`src/verilog/spu_isa_pkg.sv`:
```
`default_nettype none

package spu_isa_pkg;

	localparam int instr_width = 32;
	localparam int reg_addr_width = 7;
	localparam int imm_width = 18;
	localparam int opcode_width = 11;

	// opcode bits left-justified in 11 bits
	typedef enum logic [0:opcode_width-1] {
		e_none  = 11'b00000000000,
		e_mpya  = 11'b11000000000,	// rrr
		e_fma   = 11'b11100000000,
		e_fms   = 11'b11110000000,
		e_ila   = 11'b01000010000,	// ri18
		e_cflts = 11'b01110110000,	// ri8
		e_ilh   = 11'b01000001100,	// ri16
		e_ilhu  = 11'b01000001000,
		e_iohl  = 11'b01100000100,
		e_mpyi  = 11'b01110100000,	// ri10
		e_ai    = 11'b00011100000,
		e_andi  = 11'b00010100000,
		e_ori   = 11'b00000100000,
		e_ceqi  = 11'b01111100000,
		e_mpy   = 11'b01111000100,	// rr
		e_fa    = 11'b01011000100,
		e_fm    = 11'b01011000110,
		e_shl   = 11'b00001011011,
		e_cntb  = 11'b01010110100,
		e_a     = 11'b00011000000,
		e_and   = 11'b00011000001,
		e_nop   = 11'b01000000001,
		e_shli  = 11'b00001111011,	// ri7
		e_roti  = 11'b00001111000
	} even_op_e;

	typedef enum logic [0:opcode_width-1] {
		o_none    = 11'b00000000000,
		o_lqd     = 11'b00110100000,	// ri10
		o_lqa     = 11'b00110000100,	// ri16
		o_stqa    = 11'b00100000100,
		o_br      = 11'b00110010000,
		o_brsl    = 11'b00110011000,
		o_brz     = 11'b00100000000,
		o_shlqbi  = 11'b00111011011,	// rr
		o_lqx     = 11'b00111000100,
		o_stqx    = 11'b00101000100,
		o_bi      = 11'b00110101000,
		o_lnop    = 11'b00000000001,
		o_shlqbii = 11'b00111111011,	// ri7
		o_rotqbyi = 11'b00111111100,
		o_illegal = 11'b11111111111
	} odd_op_e;

	typedef enum logic [2:0] {
		fmt_rr, fmt_rrr, fmt_ri7, fmt_ri8, fmt_ri10, fmt_ri16, fmt_ri18
	} format_e;

	typedef enum logic [1:0] {unit_fp, unit_fx2, unit_byte, unit_fx1} even_unit_e;
	typedef enum logic [1:0] {unit_perm, unit_ls, unit_br} odd_unit_e;

	// sign-extended immediate of a given format
	function automatic logic [0:imm_width-1] sext_imm(logic [0:instr_width-1] instr,
			format_e fmt);
		case (fmt)
			fmt_ri7:  return {{11{instr[11]}}, instr[11:17]};
			fmt_ri8:  return {{10{instr[10]}}, instr[10:17]};
			fmt_ri10: return {{8{instr[8]}}, instr[8:17]};
			fmt_ri16: return {{2{instr[9]}}, instr[9:24]};
			fmt_ri18: return instr[7:24];
			default:  return '0;	// register forms carry no immediate
		endcase
	endfunction

endpackage

`default_nettype wire

```
`src/verilog/decode_pkg.sv`:
```
`default_nettype none

package decode_pkg;

	localparam int pc_width = 8;

	// pipe a fetched word is routed to
	typedef enum logic [1:0] {
		cls_stop,
		cls_even,
		cls_odd
	} pipe_class_e;

	typedef enum logic [1:0] {
		st_idle,
		st_second_half,	// slot1 of a split pair goes out now
		st_done	// stop seen, wait for reset
	} split_state_e;

endpackage

`default_nettype wire

```
`src/verilog/even_decoder.sv`:
```
`timescale 1ns/1ps
`default_nettype none

module even_decoder (
	input  logic [0:spu_isa_pkg::instr_width-1] instr,
	output logic known,
	output spu_isa_pkg::even_op_e op,
	output spu_isa_pkg::format_e format,
	output spu_isa_pkg::even_unit_e unit,
	output logic [0:spu_isa_pkg::reg_addr_width-1] rt,
	output logic [0:spu_isa_pkg::reg_addr_width-1] ra,
	output logic [0:spu_isa_pkg::reg_addr_width-1] rb,
	output logic [0:spu_isa_pkg::reg_addr_width-1] rc,
	output logic [0:spu_isa_pkg::imm_width-1] imm,
	output logic reg_write
);
	import spu_isa_pkg::*;

	logic [0:opcode_width-1] rrr_key, ri18_key, ri8_key, ri16_key, ri10_key;

	// opcode prefixes padded out to the full opcode width
	assign rrr_key = {instr[0:3], 7'b0};
	assign ri18_key = {instr[0:6], 4'b0};
	assign ri8_key = {instr[0:9], 1'b0};
	assign ri16_key = {instr[0:8], 2'b0};
	assign ri10_key = {instr[0:7], 3'b0};

	always_comb begin
		known = 1'b1;
		if (rrr_key inside {e_mpya, e_fma, e_fms}) begin	// short prefixes first
			op = even_op_e'(rrr_key);
			format = fmt_rrr;
		end else if (ri18_key == e_ila) begin
			op = e_ila;
			format = fmt_ri18;
		end else if (ri8_key == e_cflts) begin
			op = e_cflts;
			format = fmt_ri8;
		end else if (ri16_key inside {e_ilh, e_ilhu, e_iohl}) begin
			op = even_op_e'(ri16_key);
			format = fmt_ri16;
		end else if (ri10_key inside {e_mpyi, e_ai, e_andi, e_ori, e_ceqi}) begin
			op = even_op_e'(ri10_key);
			format = fmt_ri10;
		end else if (instr[0:10] inside {e_mpy, e_fa, e_fm, e_shl, e_cntb, e_a, e_and,
				e_nop}) begin
			op = even_op_e'(instr[0:10]);
			format = fmt_rr;
		end else if (instr[0:10] inside {e_shli, e_roti}) begin
			op = even_op_e'(instr[0:10]);
			format = fmt_ri7;
		end else begin
			known = 1'b0;	// left to the odd pipe
			op = e_none;
			format = fmt_rr;
		end
	end

	always_comb begin
		case (op)
			e_none, e_mpya, e_fma, e_fms, e_cflts, e_mpyi, e_mpy, e_fa, e_fm, e_nop:
				unit = unit_fp;
			e_shl, e_shli, e_roti:
				unit = unit_fx2;
			e_cntb:
				unit = unit_byte;
			default:
				unit = unit_fx1;	// simple fixed point
		endcase
	end

	assign reg_write = known && (op != e_nop);
	assign rt = (format == fmt_rrr) ? instr[4:10] : instr[25:31];	// rrr moves rt up front
	assign ra = instr[18:24];
	assign rb = instr[11:17];
	assign rc = instr[25:31];
	assign imm = sext_imm(instr, format);

endmodule

`default_nettype wire

```
`src/verilog/odd_decoder.sv`:
```
`timescale 1ns/1ps
`default_nettype none

module odd_decoder (
	input  logic [0:spu_isa_pkg::instr_width-1] instr,
	output spu_isa_pkg::odd_op_e op,
	output spu_isa_pkg::format_e format,
	output spu_isa_pkg::odd_unit_e unit,
	output logic [0:spu_isa_pkg::reg_addr_width-1] rt,
	output logic [0:spu_isa_pkg::reg_addr_width-1] ra,
	output logic [0:spu_isa_pkg::reg_addr_width-1] rb,
	output logic [0:spu_isa_pkg::imm_width-1] imm,
	output logic reg_write
);
	import spu_isa_pkg::*;

	logic [0:opcode_width-1] ri10_key, ri16_key;

	assign ri10_key = {instr[0:7], 3'b0};
	assign ri16_key = {instr[0:8], 2'b0};

	always_comb begin
		if (ri10_key == o_lqd) begin
			op = o_lqd;
			format = fmt_ri10;
		end else if (ri16_key inside {o_lqa, o_stqa, o_br, o_brsl, o_brz}) begin
			op = odd_op_e'(ri16_key);
			format = fmt_ri16;
		end else if (instr[0:10] inside {o_shlqbi, o_lqx, o_stqx, o_bi, o_lnop}) begin
			op = odd_op_e'(instr[0:10]);
			format = fmt_rr;
		end else if (instr[0:10] inside {o_shlqbii, o_rotqbyi}) begin
			op = odd_op_e'(instr[0:10]);
			format = fmt_ri7;
		end else begin
			op = (instr == '0) ? o_none : o_illegal;	// stop word is not illegal
			format = fmt_rr;
		end
	end

	always_comb begin
		case (op)
			o_lqd, o_lqa, o_stqa, o_lqx, o_stqx: unit = unit_ls;
			o_br, o_brsl, o_brz, o_bi:           unit = unit_br;
			default:                             unit = unit_perm;
		endcase
	end

	// stores, plain branches and lnop leave rt alone
	assign reg_write = !(op inside {o_none, o_illegal, o_lnop, o_stqa, o_stqx, o_br,
		o_brz, o_bi});
	assign rt = instr[25:31];
	assign ra = instr[18:24];
	assign rb = instr[11:17];
	assign imm = sext_imm(instr, format);

endmodule

`default_nettype wire

```
`src/verilog/pair_dispatcher.sv`:
```
`timescale 1ns/1ps
`default_nettype none

module pair_dispatcher (
	input  logic clk,
	input  logic reset,
	input  logic slot0_even_known, slot1_even_known,
	input  spu_isa_pkg::even_op_e slot0_even_op, slot1_even_op,
	input  spu_isa_pkg::format_e slot0_even_format, slot1_even_format,
	input  spu_isa_pkg::even_unit_e slot0_even_unit, slot1_even_unit,
	input  logic [0:spu_isa_pkg::reg_addr_width-1] slot0_even_rt, slot1_even_rt,
	input  logic [0:spu_isa_pkg::reg_addr_width-1] slot0_even_ra, slot1_even_ra,
	input  logic [0:spu_isa_pkg::reg_addr_width-1] slot0_even_rb, slot1_even_rb,
	input  logic [0:spu_isa_pkg::reg_addr_width-1] slot0_even_rc, slot1_even_rc,
	input  logic [0:spu_isa_pkg::imm_width-1] slot0_even_imm, slot1_even_imm,
	input  logic slot0_even_reg_write, slot1_even_reg_write,
	input  spu_isa_pkg::odd_op_e slot0_odd_op, slot1_odd_op,
	input  spu_isa_pkg::format_e slot0_odd_format, slot1_odd_format,
	input  spu_isa_pkg::odd_unit_e slot0_odd_unit, slot1_odd_unit,
	input  logic [0:spu_isa_pkg::reg_addr_width-1] slot0_odd_rt, slot1_odd_rt,
	input  logic [0:spu_isa_pkg::reg_addr_width-1] slot0_odd_ra, slot1_odd_ra,
	input  logic [0:spu_isa_pkg::reg_addr_width-1] slot0_odd_rb, slot1_odd_rb,
	input  logic [0:spu_isa_pkg::imm_width-1] slot0_odd_imm, slot1_odd_imm,
	input  logic slot0_odd_reg_write, slot1_odd_reg_write,
	input  logic slot0_zero, slot1_zero,
	output logic stall, finished, first_odd,
	output logic even_valid,
	output spu_isa_pkg::even_op_e even_op,
	output spu_isa_pkg::format_e even_format,
	output spu_isa_pkg::even_unit_e even_unit,
	output logic [0:spu_isa_pkg::reg_addr_width-1] even_rt, even_ra, even_rb, even_rc,
	output logic [0:spu_isa_pkg::imm_width-1] even_imm,
	output logic even_reg_write,
	output logic odd_valid,
	output spu_isa_pkg::odd_op_e odd_op,
	output spu_isa_pkg::format_e odd_format,
	output spu_isa_pkg::odd_unit_e odd_unit,
	output logic [0:spu_isa_pkg::reg_addr_width-1] odd_rt, odd_ra, odd_rb,
	output logic [0:spu_isa_pkg::imm_width-1] odd_imm,
	output logic odd_reg_write
);
	import spu_isa_pkg::*;
	import decode_pkg::*;

	pipe_class_e class0, class1;
	split_state_e state, nxt_state;
	logic conflict, split;
	logic nxt_even_valid, nxt_odd_valid, nxt_first_odd;
	logic even_sel, odd_sel;	// 1 picks slot1 fields

	assign class0 = slot0_zero ? cls_stop : (slot0_even_known ? cls_even : cls_odd);
	assign class1 = slot1_zero ? cls_stop : (slot1_even_known ? cls_even : cls_odd);

	// same target on both pipes, only looked at for mixed pairs
	always_comb begin
		if (class0 == cls_even)
			conflict = slot0_even_reg_write && slot1_odd_reg_write &&
				(slot0_even_rt == slot1_odd_rt);
		else
			conflict = slot0_odd_reg_write && slot1_even_reg_write &&
				(slot0_odd_rt == slot1_even_rt);
	end

	assign split = (class0 != cls_stop) && (class1 != cls_stop) &&
		((class0 == class1) || conflict);

	always_comb begin
		nxt_state = state;
		nxt_even_valid = 1'b0;
		nxt_odd_valid = 1'b0;
		nxt_first_odd = 1'b0;
		even_sel = 1'b0;
		odd_sel = 1'b0;
		stall = 1'b0;
		case (state)
			st_idle: begin
				if (class0 == cls_stop) begin
					nxt_state = st_done;	// nothing issues
				end else if (split || class1 == cls_stop) begin
					nxt_even_valid = (class0 == cls_even);	// instr0 alone
					nxt_odd_valid = (class0 == cls_odd);
					stall = split;	// fetch holds for the second half
					nxt_state = split ? st_second_half : st_done;
				end else begin
					nxt_even_valid = 1'b1;
					nxt_odd_valid = 1'b1;
					even_sel = (class0 == cls_odd);
					odd_sel = (class0 == cls_even);
					nxt_first_odd = (class0 == cls_odd);
				end
			end
			st_second_half: begin
				nxt_even_valid = (class1 == cls_even);
				nxt_odd_valid = (class1 == cls_odd);
				even_sel = 1'b1;
				odd_sel = 1'b1;
				nxt_state = st_idle;
			end
			default: stall = 1'b1;	// finished
		endcase
	end

	always_ff @(posedge clk) begin
		if (reset) begin
			state <= st_idle;
			first_odd <= 1'b0;
		end else begin
			state <= nxt_state;
			first_odd <= nxt_first_odd;
		end
	end

	assign finished = (state == st_done);

	always_ff @(posedge clk) begin
		if (reset || !nxt_even_valid) begin	// idle pipe carries a zero bundle
			even_valid <= 1'b0;
			even_op <= e_none;
			even_format <= fmt_rr;
			even_unit <= unit_fp;
			even_rt <= '0;
			even_ra <= '0;
			even_rb <= '0;
			even_rc <= '0;
			even_imm <= '0;
			even_reg_write <= 1'b0;
		end else begin
			even_valid <= 1'b1;
			even_op <= even_sel ? slot1_even_op : slot0_even_op;
			even_format <= even_sel ? slot1_even_format : slot0_even_format;
			even_unit <= even_sel ? slot1_even_unit : slot0_even_unit;
			even_rt <= even_sel ? slot1_even_rt : slot0_even_rt;
			even_ra <= even_sel ? slot1_even_ra : slot0_even_ra;
			even_rb <= even_sel ? slot1_even_rb : slot0_even_rb;
			even_rc <= even_sel ? slot1_even_rc : slot0_even_rc;
			even_imm <= even_sel ? slot1_even_imm : slot0_even_imm;
			even_reg_write <= even_sel ? slot1_even_reg_write : slot0_even_reg_write;
		end
	end

	always_ff @(posedge clk) begin
		if (reset || !nxt_odd_valid) begin
			odd_valid <= 1'b0;
			odd_op <= o_none;
			odd_format <= fmt_rr;
			odd_unit <= unit_perm;
			odd_rt <= '0;
			odd_ra <= '0;
			odd_rb <= '0;
			odd_imm <= '0;
			odd_reg_write <= 1'b0;
		end else begin
			odd_valid <= 1'b1;
			odd_op <= odd_sel ? slot1_odd_op : slot0_odd_op;
			odd_format <= odd_sel ? slot1_odd_format : slot0_odd_format;
			odd_unit <= odd_sel ? slot1_odd_unit : slot0_odd_unit;
			odd_rt <= odd_sel ? slot1_odd_rt : slot0_odd_rt;
			odd_ra <= odd_sel ? slot1_odd_ra : slot0_odd_ra;
			odd_rb <= odd_sel ? slot1_odd_rb : slot0_odd_rb;
			odd_imm <= odd_sel ? slot1_odd_imm : slot0_odd_imm;
			odd_reg_write <= odd_sel ? slot1_odd_reg_write : slot0_odd_reg_write;
		end
	end

endmodule

`default_nettype wire

```
`src/verilog/decode_stage.sv`:
```
`timescale 1ns/1ps
`default_nettype none

module decode_stage (
	input  logic clk,
	input  logic reset,
	input  logic [0:spu_isa_pkg::instr_width-1] instr0,	// first in program order
	input  logic [0:spu_isa_pkg::instr_width-1] instr1,
	input  logic [decode_pkg::pc_width-1:0] pc,
	output logic stall, finished, first_odd,
	output logic even_valid,
	output spu_isa_pkg::even_op_e even_op,
	output spu_isa_pkg::format_e even_format,
	output spu_isa_pkg::even_unit_e even_unit,
	output logic [0:spu_isa_pkg::reg_addr_width-1] even_rt, even_ra, even_rb, even_rc,
	output logic [0:spu_isa_pkg::imm_width-1] even_imm,
	output logic even_reg_write,
	output logic odd_valid,
	output spu_isa_pkg::odd_op_e odd_op,
	output spu_isa_pkg::format_e odd_format,
	output spu_isa_pkg::odd_unit_e odd_unit,
	output logic [0:spu_isa_pkg::reg_addr_width-1] odd_rt, odd_ra, odd_rb,
	output logic [0:spu_isa_pkg::imm_width-1] odd_imm,
	output logic odd_reg_write
);
	import spu_isa_pkg::*;

	logic slot0_even_known, slot1_even_known, slot0_zero, slot1_zero;
	even_op_e slot0_even_op, slot1_even_op;
	odd_op_e slot0_odd_op, slot1_odd_op;
	format_e slot0_even_format, slot1_even_format, slot0_odd_format, slot1_odd_format;
	even_unit_e slot0_even_unit, slot1_even_unit;
	odd_unit_e slot0_odd_unit, slot1_odd_unit;
	logic [0:reg_addr_width-1] slot0_even_rt, slot0_even_ra, slot0_even_rb, slot0_even_rc;
	logic [0:reg_addr_width-1] slot1_even_rt, slot1_even_ra, slot1_even_rb, slot1_even_rc;
	logic [0:reg_addr_width-1] slot0_odd_rt, slot0_odd_ra, slot0_odd_rb;
	logic [0:reg_addr_width-1] slot1_odd_rt, slot1_odd_ra, slot1_odd_rb;
	logic [0:imm_width-1] slot0_even_imm, slot1_even_imm, slot0_odd_imm, slot1_odd_imm;
	logic slot0_even_reg_write, slot1_even_reg_write;
	logic slot0_odd_reg_write, slot1_odd_reg_write;

	assign slot0_zero = (instr0 == '0);	// stop word
	assign slot1_zero = (instr1 == '0);

	even_decoder u_even0 (
		.instr(instr0), .known(slot0_even_known), .op(slot0_even_op),
		.format(slot0_even_format), .unit(slot0_even_unit), .rt(slot0_even_rt),
		.ra(slot0_even_ra), .rb(slot0_even_rb), .rc(slot0_even_rc),
		.imm(slot0_even_imm), .reg_write(slot0_even_reg_write)
	);

	even_decoder u_even1 (
		.instr(instr1), .known(slot1_even_known), .op(slot1_even_op),
		.format(slot1_even_format), .unit(slot1_even_unit), .rt(slot1_even_rt),
		.ra(slot1_even_ra), .rb(slot1_even_rb), .rc(slot1_even_rc),
		.imm(slot1_even_imm), .reg_write(slot1_even_reg_write)
	);

	odd_decoder u_odd0 (
		.instr(instr0), .op(slot0_odd_op), .format(slot0_odd_format),
		.unit(slot0_odd_unit), .rt(slot0_odd_rt), .ra(slot0_odd_ra), .rb(slot0_odd_rb),
		.imm(slot0_odd_imm), .reg_write(slot0_odd_reg_write)
	);

	odd_decoder u_odd1 (
		.instr(instr1), .op(slot1_odd_op), .format(slot1_odd_format),
		.unit(slot1_odd_unit), .rt(slot1_odd_rt), .ra(slot1_odd_ra), .rb(slot1_odd_rb),
		.imm(slot1_odd_imm), .reg_write(slot1_odd_reg_write)
	);

	pair_dispatcher u_dispatch (.*);	// port names match the slot wires

endmodule

`default_nettype wire

```
`config.mk`:
```
export PLATFORM = sky130hd
export DESIGN_NAME = decode_stage
export DESIGN_NICKNAME = d
export VERILOG_FILES = /design/src/verilog/spu_isa_pkg.sv /design/src/verilog/decode_pkg.sv /design/src/verilog/even_decoder.sv /design/src/verilog/odd_decoder.sv /design/src/verilog/pair_dispatcher.sv /design/src/verilog/decode_stage.sv
export SDC_FILE = /design/constraint.sdc
export NUM_CORES = 1
export LEC_CHECK = 0
export BUFFER_PORTS_ARGS = -buffer_cell sky130_fd_sc_hd__buf_2
export CAP_MARGIN = 5
export CORE_MARGIN = 1.5
export CORE_UTILIZATION = 25
export DETAILED_ROUTE_END_ITERATION = 6
export GPL_ROUTABILITY_DRIVEN = 0
export PLACE_DENSITY_LB_ADDON = 0.12
export SLEW_MARGIN = 20
export SYNTH_ARGS = -nofsm -noshare
export SYNTH_HDL_FRONTEND = slang
export SYNTH_SLANG_ARGS = --single-unit
```
`constraint.sdc`:
```
create_clock -name clk -period 3.3 [get_ports clk]
set_clock_uncertainty 0.05 [all_clocks]
set_input_delay 0.495 -clock clk [delete_from_list [all_inputs] [get_ports clk]]
set_output_delay 0.495 -clock clk [all_outputs]
set_load 0.005 [all_outputs]
```
-- Word-level counts from Yosys, hierarchy flattened
Cells that the tools add are included.
- input port bits: 74
- bits in registers: 124
- muxes and demuxes: 113
- bitwise operators: 1
- reductions and logical operators: 56
- equal/unequal tests: 154
- operators by type and width (operator ; number):
    18-bit case mux with 5 select lines ; 4
    11-bit by 9-bit == test with 1-bit output (second input constant) ; 30
    11-bit two-way mux ; 26
    11-bit by 10-bit == test with 1-bit output (second input constant) ; 24
    11-bit by 7-bit == test with 1-bit output (second input constant) ; 12
    9-bit by 7-bit == test with 1-bit output (second input constant) ; 10
    11-bit == test (second input constant) ; 8
    32-bit zero test ; 2
    7-bit two-way mux ; 9
    3-bit two-way mux ; 20
    9-bit by 8-bit == test with 1-bit output (second input constant) ; 6
    11-bit by 1-bit == test with 1-bit output (second input constant) ; 4
    11-bit by 8-bit == test with 1-bit output (second input constant) ; 4
    11-bit zero test ; 4
    3-bit == test (second input constant) ; 12
    18-bit two-way mux ; 2
    8-bit by 5-bit == test with 1-bit output (second input constant) ; 4
    8-bit by 7-bit == test with 1-bit output (second input constant) ; 4
    8-bit nonzero test ; 4
    5-bit nonzero test ; 6
    1-bit two-way mux ; 29
    2-bit two-way mux ; 13
    3-bit by 2-bit == test with 1-bit output (second input constant) ; 8
    4-bit == test (second input constant) ; 6
    other kinds (27) ; 73

-- Longest topological paths before layout
- depth in word-level cells: 23
- gate-level depth with buffers: 13
- depth with buffers taken out: 10

-- Modules after synthesis
From an unflattened synthesis, not the netlist that was laid out.
- cells, all modules: 1473
- area, all modules: 10826.6 µm²
- by module, submodules not included (module ; area an instance (µm²) ; times used ; cells an instance ; seq. area each (µm²)):
    pair_dispatcher ; 6590.1 ; 1 ; 895 ; 2482.4
    even_decoder ; 1162.4 ; 2 ; 159 ; 0.0
    odd_decoder (u_odd1) ; 944.7 ; 1 ; 126 ; 0.0
    odd_decoder (u_odd0) ; 822.0 ; 1 ; 112 ; 0.0
    decode_stage ; 145.1 ; 1 ; 22 ; 0.0

-- Least setup slack after synthesis
No wires, ideal clock.
- path kind: input to register
- start point: in instr1[3] in the netlist's numbering
- end point: reg u_dispatch.even_imm[2] in the netlist's numbering
- data required time: 3122 ps
- buffers on the path: 4
- library setup time: 128 ps
- data arrival time: 3273 ps
- path slack: -151 ps
- cell stages on the path: 13
- path through: buf_2 > nor2b_1 > or2_4 > buf_6 > nor4_1 > o22ai_1 > or4_4 > nor4_4 > o21ai_2 > buf_6 > buf_2 > a211oi_1 > a211oi_2
- longest elaborated chain between the ends: 22
- RTL lines (what ; line ; text):
    start, declared ; decode_stage.sv:8 ; input logic [0:spu_isa_pkg::instr_width-1] instr1,
    11-bit by 7-bit == test with 1-bit output ; even_decoder.sv:49 ; end else if (instr[0:10] inside {e_shli, e_roti}) begin
    2-bit nonzero test ; even_decoder.sv:49 ;
    2-bit two-way mux or 11-bit two-way mux (tied branches) ; even_decoder.sv:49 ;
    3-bit two-way mux or 11-bit two-way mux (tied branches) ; even_decoder.sv:45 ; end else if (instr[0:10] inside {e_mpy, e_fa, e_fm, e_shl, e_cntb, e_a, e_and,
    3-bit two-way mux or 11-bit two-way mux (tied branches) ; even_decoder.sv:42 ; end else if (ri10_key inside {e_mpyi, e_ai, e_andi, e_ori, e_ceqi}) begin
    3-bit two-way mux or 11-bit two-way mux (tied branches) ; even_decoder.sv:39 ; end else if (ri16_key inside {e_ilh, e_ilhu, e_iohl}) begin
    3-bit two-way mux or 11-bit two-way mux (tied branches) ; even_decoder.sv:36 ; end else if (ri8_key == e_cflts) begin
    3-bit two-way mux or 11-bit two-way mux (tied branches) ; even_decoder.sv:33 ; end else if (ri18_key == e_ila) begin
    (+6 left out) ; -- ;
    1-bit logical OR ; pair_dispatcher.sv:65 ; ((class0 == class1) || conflict);
    1-bit logical AND ; pair_dispatcher.sv:64 ; assign split = (class0 != cls_stop) && (class1 != cls_stop) &&
    1-bit logical OR ; pair_dispatcher.sv:79 ; end else if (split || class1 == cls_stop) begin
    1-bit two-way mux ; pair_dispatcher.sv:79 ;
    1-bit two-way mux ; pair_dispatcher.sv:77 ; if (class0 == cls_stop) begin
    1-bit case mux with 2 select lines ; pair_dispatcher.sv:75 ; case (state)
    1-bit zero test ; pair_dispatcher.sv:116 ; if (reset || !nxt_even_valid) begin
    1-bit logical OR ; pair_dispatcher.sv:116 ;
    end signal, assigned ; pair_dispatcher.sv:136 ; even_imm <= even_sel ? slot1_even_imm : slot0_even_imm;
    end, declared ; pair_dispatcher.sv:32 ; output logic [0:spu_isa_pkg::imm_width-1] even_imm,
Parallel ways exist; a longest one is shown, timed or not.
A chain may end at the register's enable or synchronous reset.

-- Final worst setup path
- start point: in instr1[3] in the netlist's numbering
- end point: out stall
- longest elaborated chain between the ends: 20
- RTL lines (what ; line ; text):
    11-bit by 7-bit == test with 1-bit output ; even_decoder.sv:49 ;
    2-bit nonzero test ; even_decoder.sv:49 ;
    2-bit two-way mux or 11-bit two-way mux (tied branches) ; even_decoder.sv:49 ;
    3-bit two-way mux or 11-bit two-way mux (tied branches) ; even_decoder.sv:45 ;
    3-bit two-way mux or 11-bit two-way mux (tied branches) ; even_decoder.sv:42 ;
    3-bit two-way mux or 11-bit two-way mux (tied branches) ; even_decoder.sv:39 ;
    3-bit two-way mux or 11-bit two-way mux (tied branches) ; even_decoder.sv:36 ;
    3-bit two-way mux or 11-bit two-way mux (tied branches) ; even_decoder.sv:33 ;
    (+4 left out) ; -- ;
    1-bit logical AND ; pair_dispatcher.sv:60 ; conflict = slot0_odd_reg_write && slot1_even_reg_write &&
    1-bit two-way mux ; pair_dispatcher.sv:56 ; if (class0 == cls_even)
    1-bit logical OR ; pair_dispatcher.sv:65 ;
    1-bit logical AND ; pair_dispatcher.sv:64 ;
    1-bit logical OR ; pair_dispatcher.sv:79 ;
    1-bit two-way mux (*) ; pair_dispatcher.sv:79 ;
    1-bit two-way mux (*) ; pair_dispatcher.sv:77 ;
    1-bit case mux with 2 select lines (*) ; pair_dispatcher.sv:75 ;
    end, declared ; decode_stage.sv:10 ; output logic stall, finished, first_odd,
Mark *: on every way between the ends. The rest lies on a longest branch, timed or not.

==> impl_metrics.env <==
export IMPL_status="finished with violations"
export IMPL_violations="setup timing"
export IMPL_crit_chain="buf_2 > buf_4 > nor4_1 > nand4_1 > a311o_1 > a22o_1 > nor4b_4 > buf_4 > o31ai_2 > nand2_1 > buf_2"
export IMPL_grt_max_degree=25
export IMPL_r2r_start="u_dispatch.state[1]"
export IMPL_final_util_pct=39.93
export IMPL_worst_path_largest_cell_delay_ns=0.39
export IMPL_setup_slack_ns=-0.09946
export IMPL_p_total_mw=4.944
export IMPL_drc=0
export IMPL_drv_cap=0
export IMPL_cts_max_path_buffers=2
export IMPL_p_int_mw=3.429
export IMPL_period_minus_slack_ns=3.399
export IMPL_numCtsBuffers=17
export IMPL_pwr_share_clk_pct=39.8
export IMPL_setup_viol=1
export IMPL_cts_tree="built"
export IMPL_p_comb_share_pct=26.6
export IMPL_max_freq_mhz=294.2
export IMPL_drive_gt1_share_pct=44.25
export IMPL_postRouteAntennaNets=0
export IMPL_final_cell_mix="275 x buf_4, 188 x buf_2, 124 x dfxtp_1"
export IMPL_grt_pass1_wl_um=51720
export IMPL_ys_flop_type="dfxtp_1"
export IMPL_dr_pass1_iters=6
export IMPL_ys_async_sr_fraction_pct=0
export IMPL_drt_iter0_drc=608
export IMPL_p_switching_mw=1.515
export IMPL_worst_hold_startpoint="reset"
export IMPL_path_max_fanout=7
export IMPL_cp_end_kind="output pin"
export IMPL_synth_edf_count=0
export IMPL_num_fill_cells=3104
export IMPL_gr_total_overflow=0
export IMPL_drv_slew=0
export IMPL_hp_class="in2reg"
export IMPL_area_growth_pct=57.65
export IMPL_chipHeight_um=176.1
export IMPL_rsz0062_at_grt="yes"
export IMPL_cts_sinks=124
export IMPL_final_cell_area_mm2=0.01180
export IMPL_fin_nets=1400
export IMPL_slew_headroom_pct=62.09
export IMPL_wl_um=34610
export IMPL_critPathLaunchType="primary input"
export IMPL_slowest_stage="nor4_1"
export IMPL_r2r_slack_ns=1.30
export IMPL_critPathKind="in2out"
export IMPL_syn_area_mm2=0.007487
export IMPL_period_share_pct=103.0
export IMPL_avgSynthCellArea_um2=8.264
export IMPL_place_hpwl_um=27460
export IMPL_io_buffers=189
export IMPL_htree_levels=4
export IMPL_io_pins=198
export IMPL_min_path_cells=2
export IMPL_hold_worst_slack_ns=0.2456
export IMPL_vdd_drop_max_mv=0.2987
export IMPL_yosys_warnings=0
export IMPL_fin_cells=1728
export IMPL_pre_cts_ws_ns=-0.5944
export IMPL_placed_area_mm2=0.01094
export IMPL_netlist_instances=906
export IMPL_diodes=0
export IMPL_synth_seq_cells=124
export IMPL_arrival_ns=2.85
export IMPL_p_seq_share_pct=33.5
export IMPL_dr_total_vias=8800
export IMPL_grt_pass1_vias=8687
export IMPL_viasPerCell=5.093
export IMPL_use_met2_pct=35.79
export IMPL_dieArea_mm2=0.03100
export IMPL_finalHoldViolations=0
export IMPL_tns_ns=-0.09946
export IMPL_worstMarginPinSlew_ns=0.5634
export IMPL_globalRouteMet1Util_pct=29.72
export IMPL_gr_max_usage_layer="met2"
export IMPL_hold_buffers=0
export IMPL_cp_required_ns=2.75
export IMPL_hold_end="u_dispatch.state[0]"
export IMPL_synth_distinct_cells=91
export IMPL_track_usage_pct=22.04
export IMPL_syn_num_nets=980
export IMPL_p_leak_nw=5.489
export IMPL_clockRootBuffer="clkbuf_16"
export IMPL_num_rows=63
export IMPL_antenna_found_initial=1
export IMPL_core_area_mm2=0.02956
export IMPL_insertion_delay_ns=0.41
export IMPL_r2r_end="u_dispatch.odd_imm[16]"
export IMPL_wire_per_inst_um=20.03
export IMPL_met3_usage_pct=3.488
export IMPL_switching_share_pct=30.65
export IMPL_power_density_mw_per_mm2=418.8
export IMPL_clk_pin_slew_ns=0.05
export IMPL_place_inst=1692
export IMPL_start_util_pct=25.33
export IMPL_ys_seq_area_share_pct=33.16
export IMPL_die_w_um=176.1
export IMPL_rr_worst_depth=6
export IMPL_final_common_cell="buf_4"
metal layers:
| layer | vias to the layer above | routed length, um | share of wire [%] |
|---|---|---|---|
| met4 | 0 | 795 | 2.3 |
| met5 | - | 0 | 0 |
| li1 | 4252 | - | - |
| met3 | 47 | 1889 | 5.5 |
| met1 | 4192 | 16120 | 47 |
| met2 | 309 | 15800 | 46 |
logic make-up (layout without fill, tap and decap cells):
family                    after synthesis  in the layout  synth area share, %
xor gates and xnor gates                8              8               0.9357
AOI/OAI and AO/OA                     253            253                25.97
DFF                                   124            124                33.16
buffers and inverters                  98            530                6.083
muxes                                  55             55                7.386
and+or+nand+nor                       368            368                26.47
how the worst max path moves through the flow:
stage	startpoint	to	slack [ns]	depth (start not counted)
after floorplan	instr1[3]	u_dispatch.even_imm[2]	-0.008	13
after global placement	instr1[30]	u_dispatch.even_imm[0]	-0.49	14
after detailed placement	instr1[30]	u_dispatch.even_imm[12]	-0.59	15
after CTS	instr1[1]	stall	-0.17	10
after global routing	instr0[1]	stall	-0.17	15
final	instr1[3]	stall	-0.1	11
synthesized netlist by cell type, types with 5 or more instances:
cell,number,area share (%)
nand3_1,22,1.5
and2_1,7,0.58
or2_2,7,0.58
o21ai_0,23,1.5
or3_1,13,1.1
nor3b_1,7,0.70
mux2i_1,53,7.1
a22o_1,9,1.1
nor2_1,116,5.8
or4_1,5,0.50
clkbuf_1,32,1.6
nor2b_1,12,1.0
a221oi_1,9,1.1
inv_1,15,0.75
nor4_1,22,1.8
a21o_1,14,1.4
o2111ai_1,9,1.1
dfxtp_1,124,33
a211oi_2,10,1.7
nand2_1,59,3.0
nor3_1,18,1.2
a222oi_1,5,0.67
and3_1,14,1.2
buf_2,37,2.5
a22oi_1,21,2.1
and3b_1,6,0.70
a211oi_1,33,3.3
a21oi_1,47,3.1
o211ai_1,10,1.0
nand2b_1,10,0.84
o22ai_1,7,0.58
nand4_1,14,1.2
registers in the layout (all words and copies together), names as in the netlist, 7 cells and up:
signal / count
u_dispatch.odd_ra: 7
u_dispatch.even_op: 11
u_dispatch.even_rb: 7
u_dispatch.even_imm: 18
u_dispatch.odd_rt: 7
u_dispatch.odd_op: 11
u_dispatch.odd_rb: 7
u_dispatch.even_rt: 7
u_dispatch.even_rc: 7
u_dispatch.even_ra: 7
u_dispatch.odd_imm: 18
final cells by class:
| type | count | area [um2] | share of cell area [%] |
|---|---|---|---|
| Multi-Input combinational cell | 684 | 4823 | 40.86 |
| Timing Repair Buffer | 481 | 3348 | 28.37 |
| Sequential cell | 124 | 2482 | 21.03 |
| Tap cell | 390 | 488.0 | 4.134 |
| Clock buffer | 18 | 429.2 | 3.636 |
| Clock inverter | 13 | 165.2 | 1.399 |
| Inverter | 18 | 67.56 | 0.5724 |
timing repair:
action                                  4_1_cts  5_1_grt
buffers inserted                              4        2
resized for setup                            13       30
endpoints found under the setup margin       51       83
pin swaps                                    10       11
critical path, delay by kind of cell:
family | cells | cell delay [ns]
AOI/OAI and AO/OA | 3 | 0.68
and+or+nand+nor | 4 | 1.08
buffers and inverters | 4 | 0.60
power by group through the flow:
stage	Combinational, mW	Sequential [mW]	Clock [mW]
floorplan	0.579	1.70	0
global placement	1.27	1.69	0
detailed placement	1.27	1.69	0
CTS	1.29	1.66	2.01
global route	1.41	1.67	2.06
finish	1.32	1.66	1.97
(Power assumes the default switching activity.)
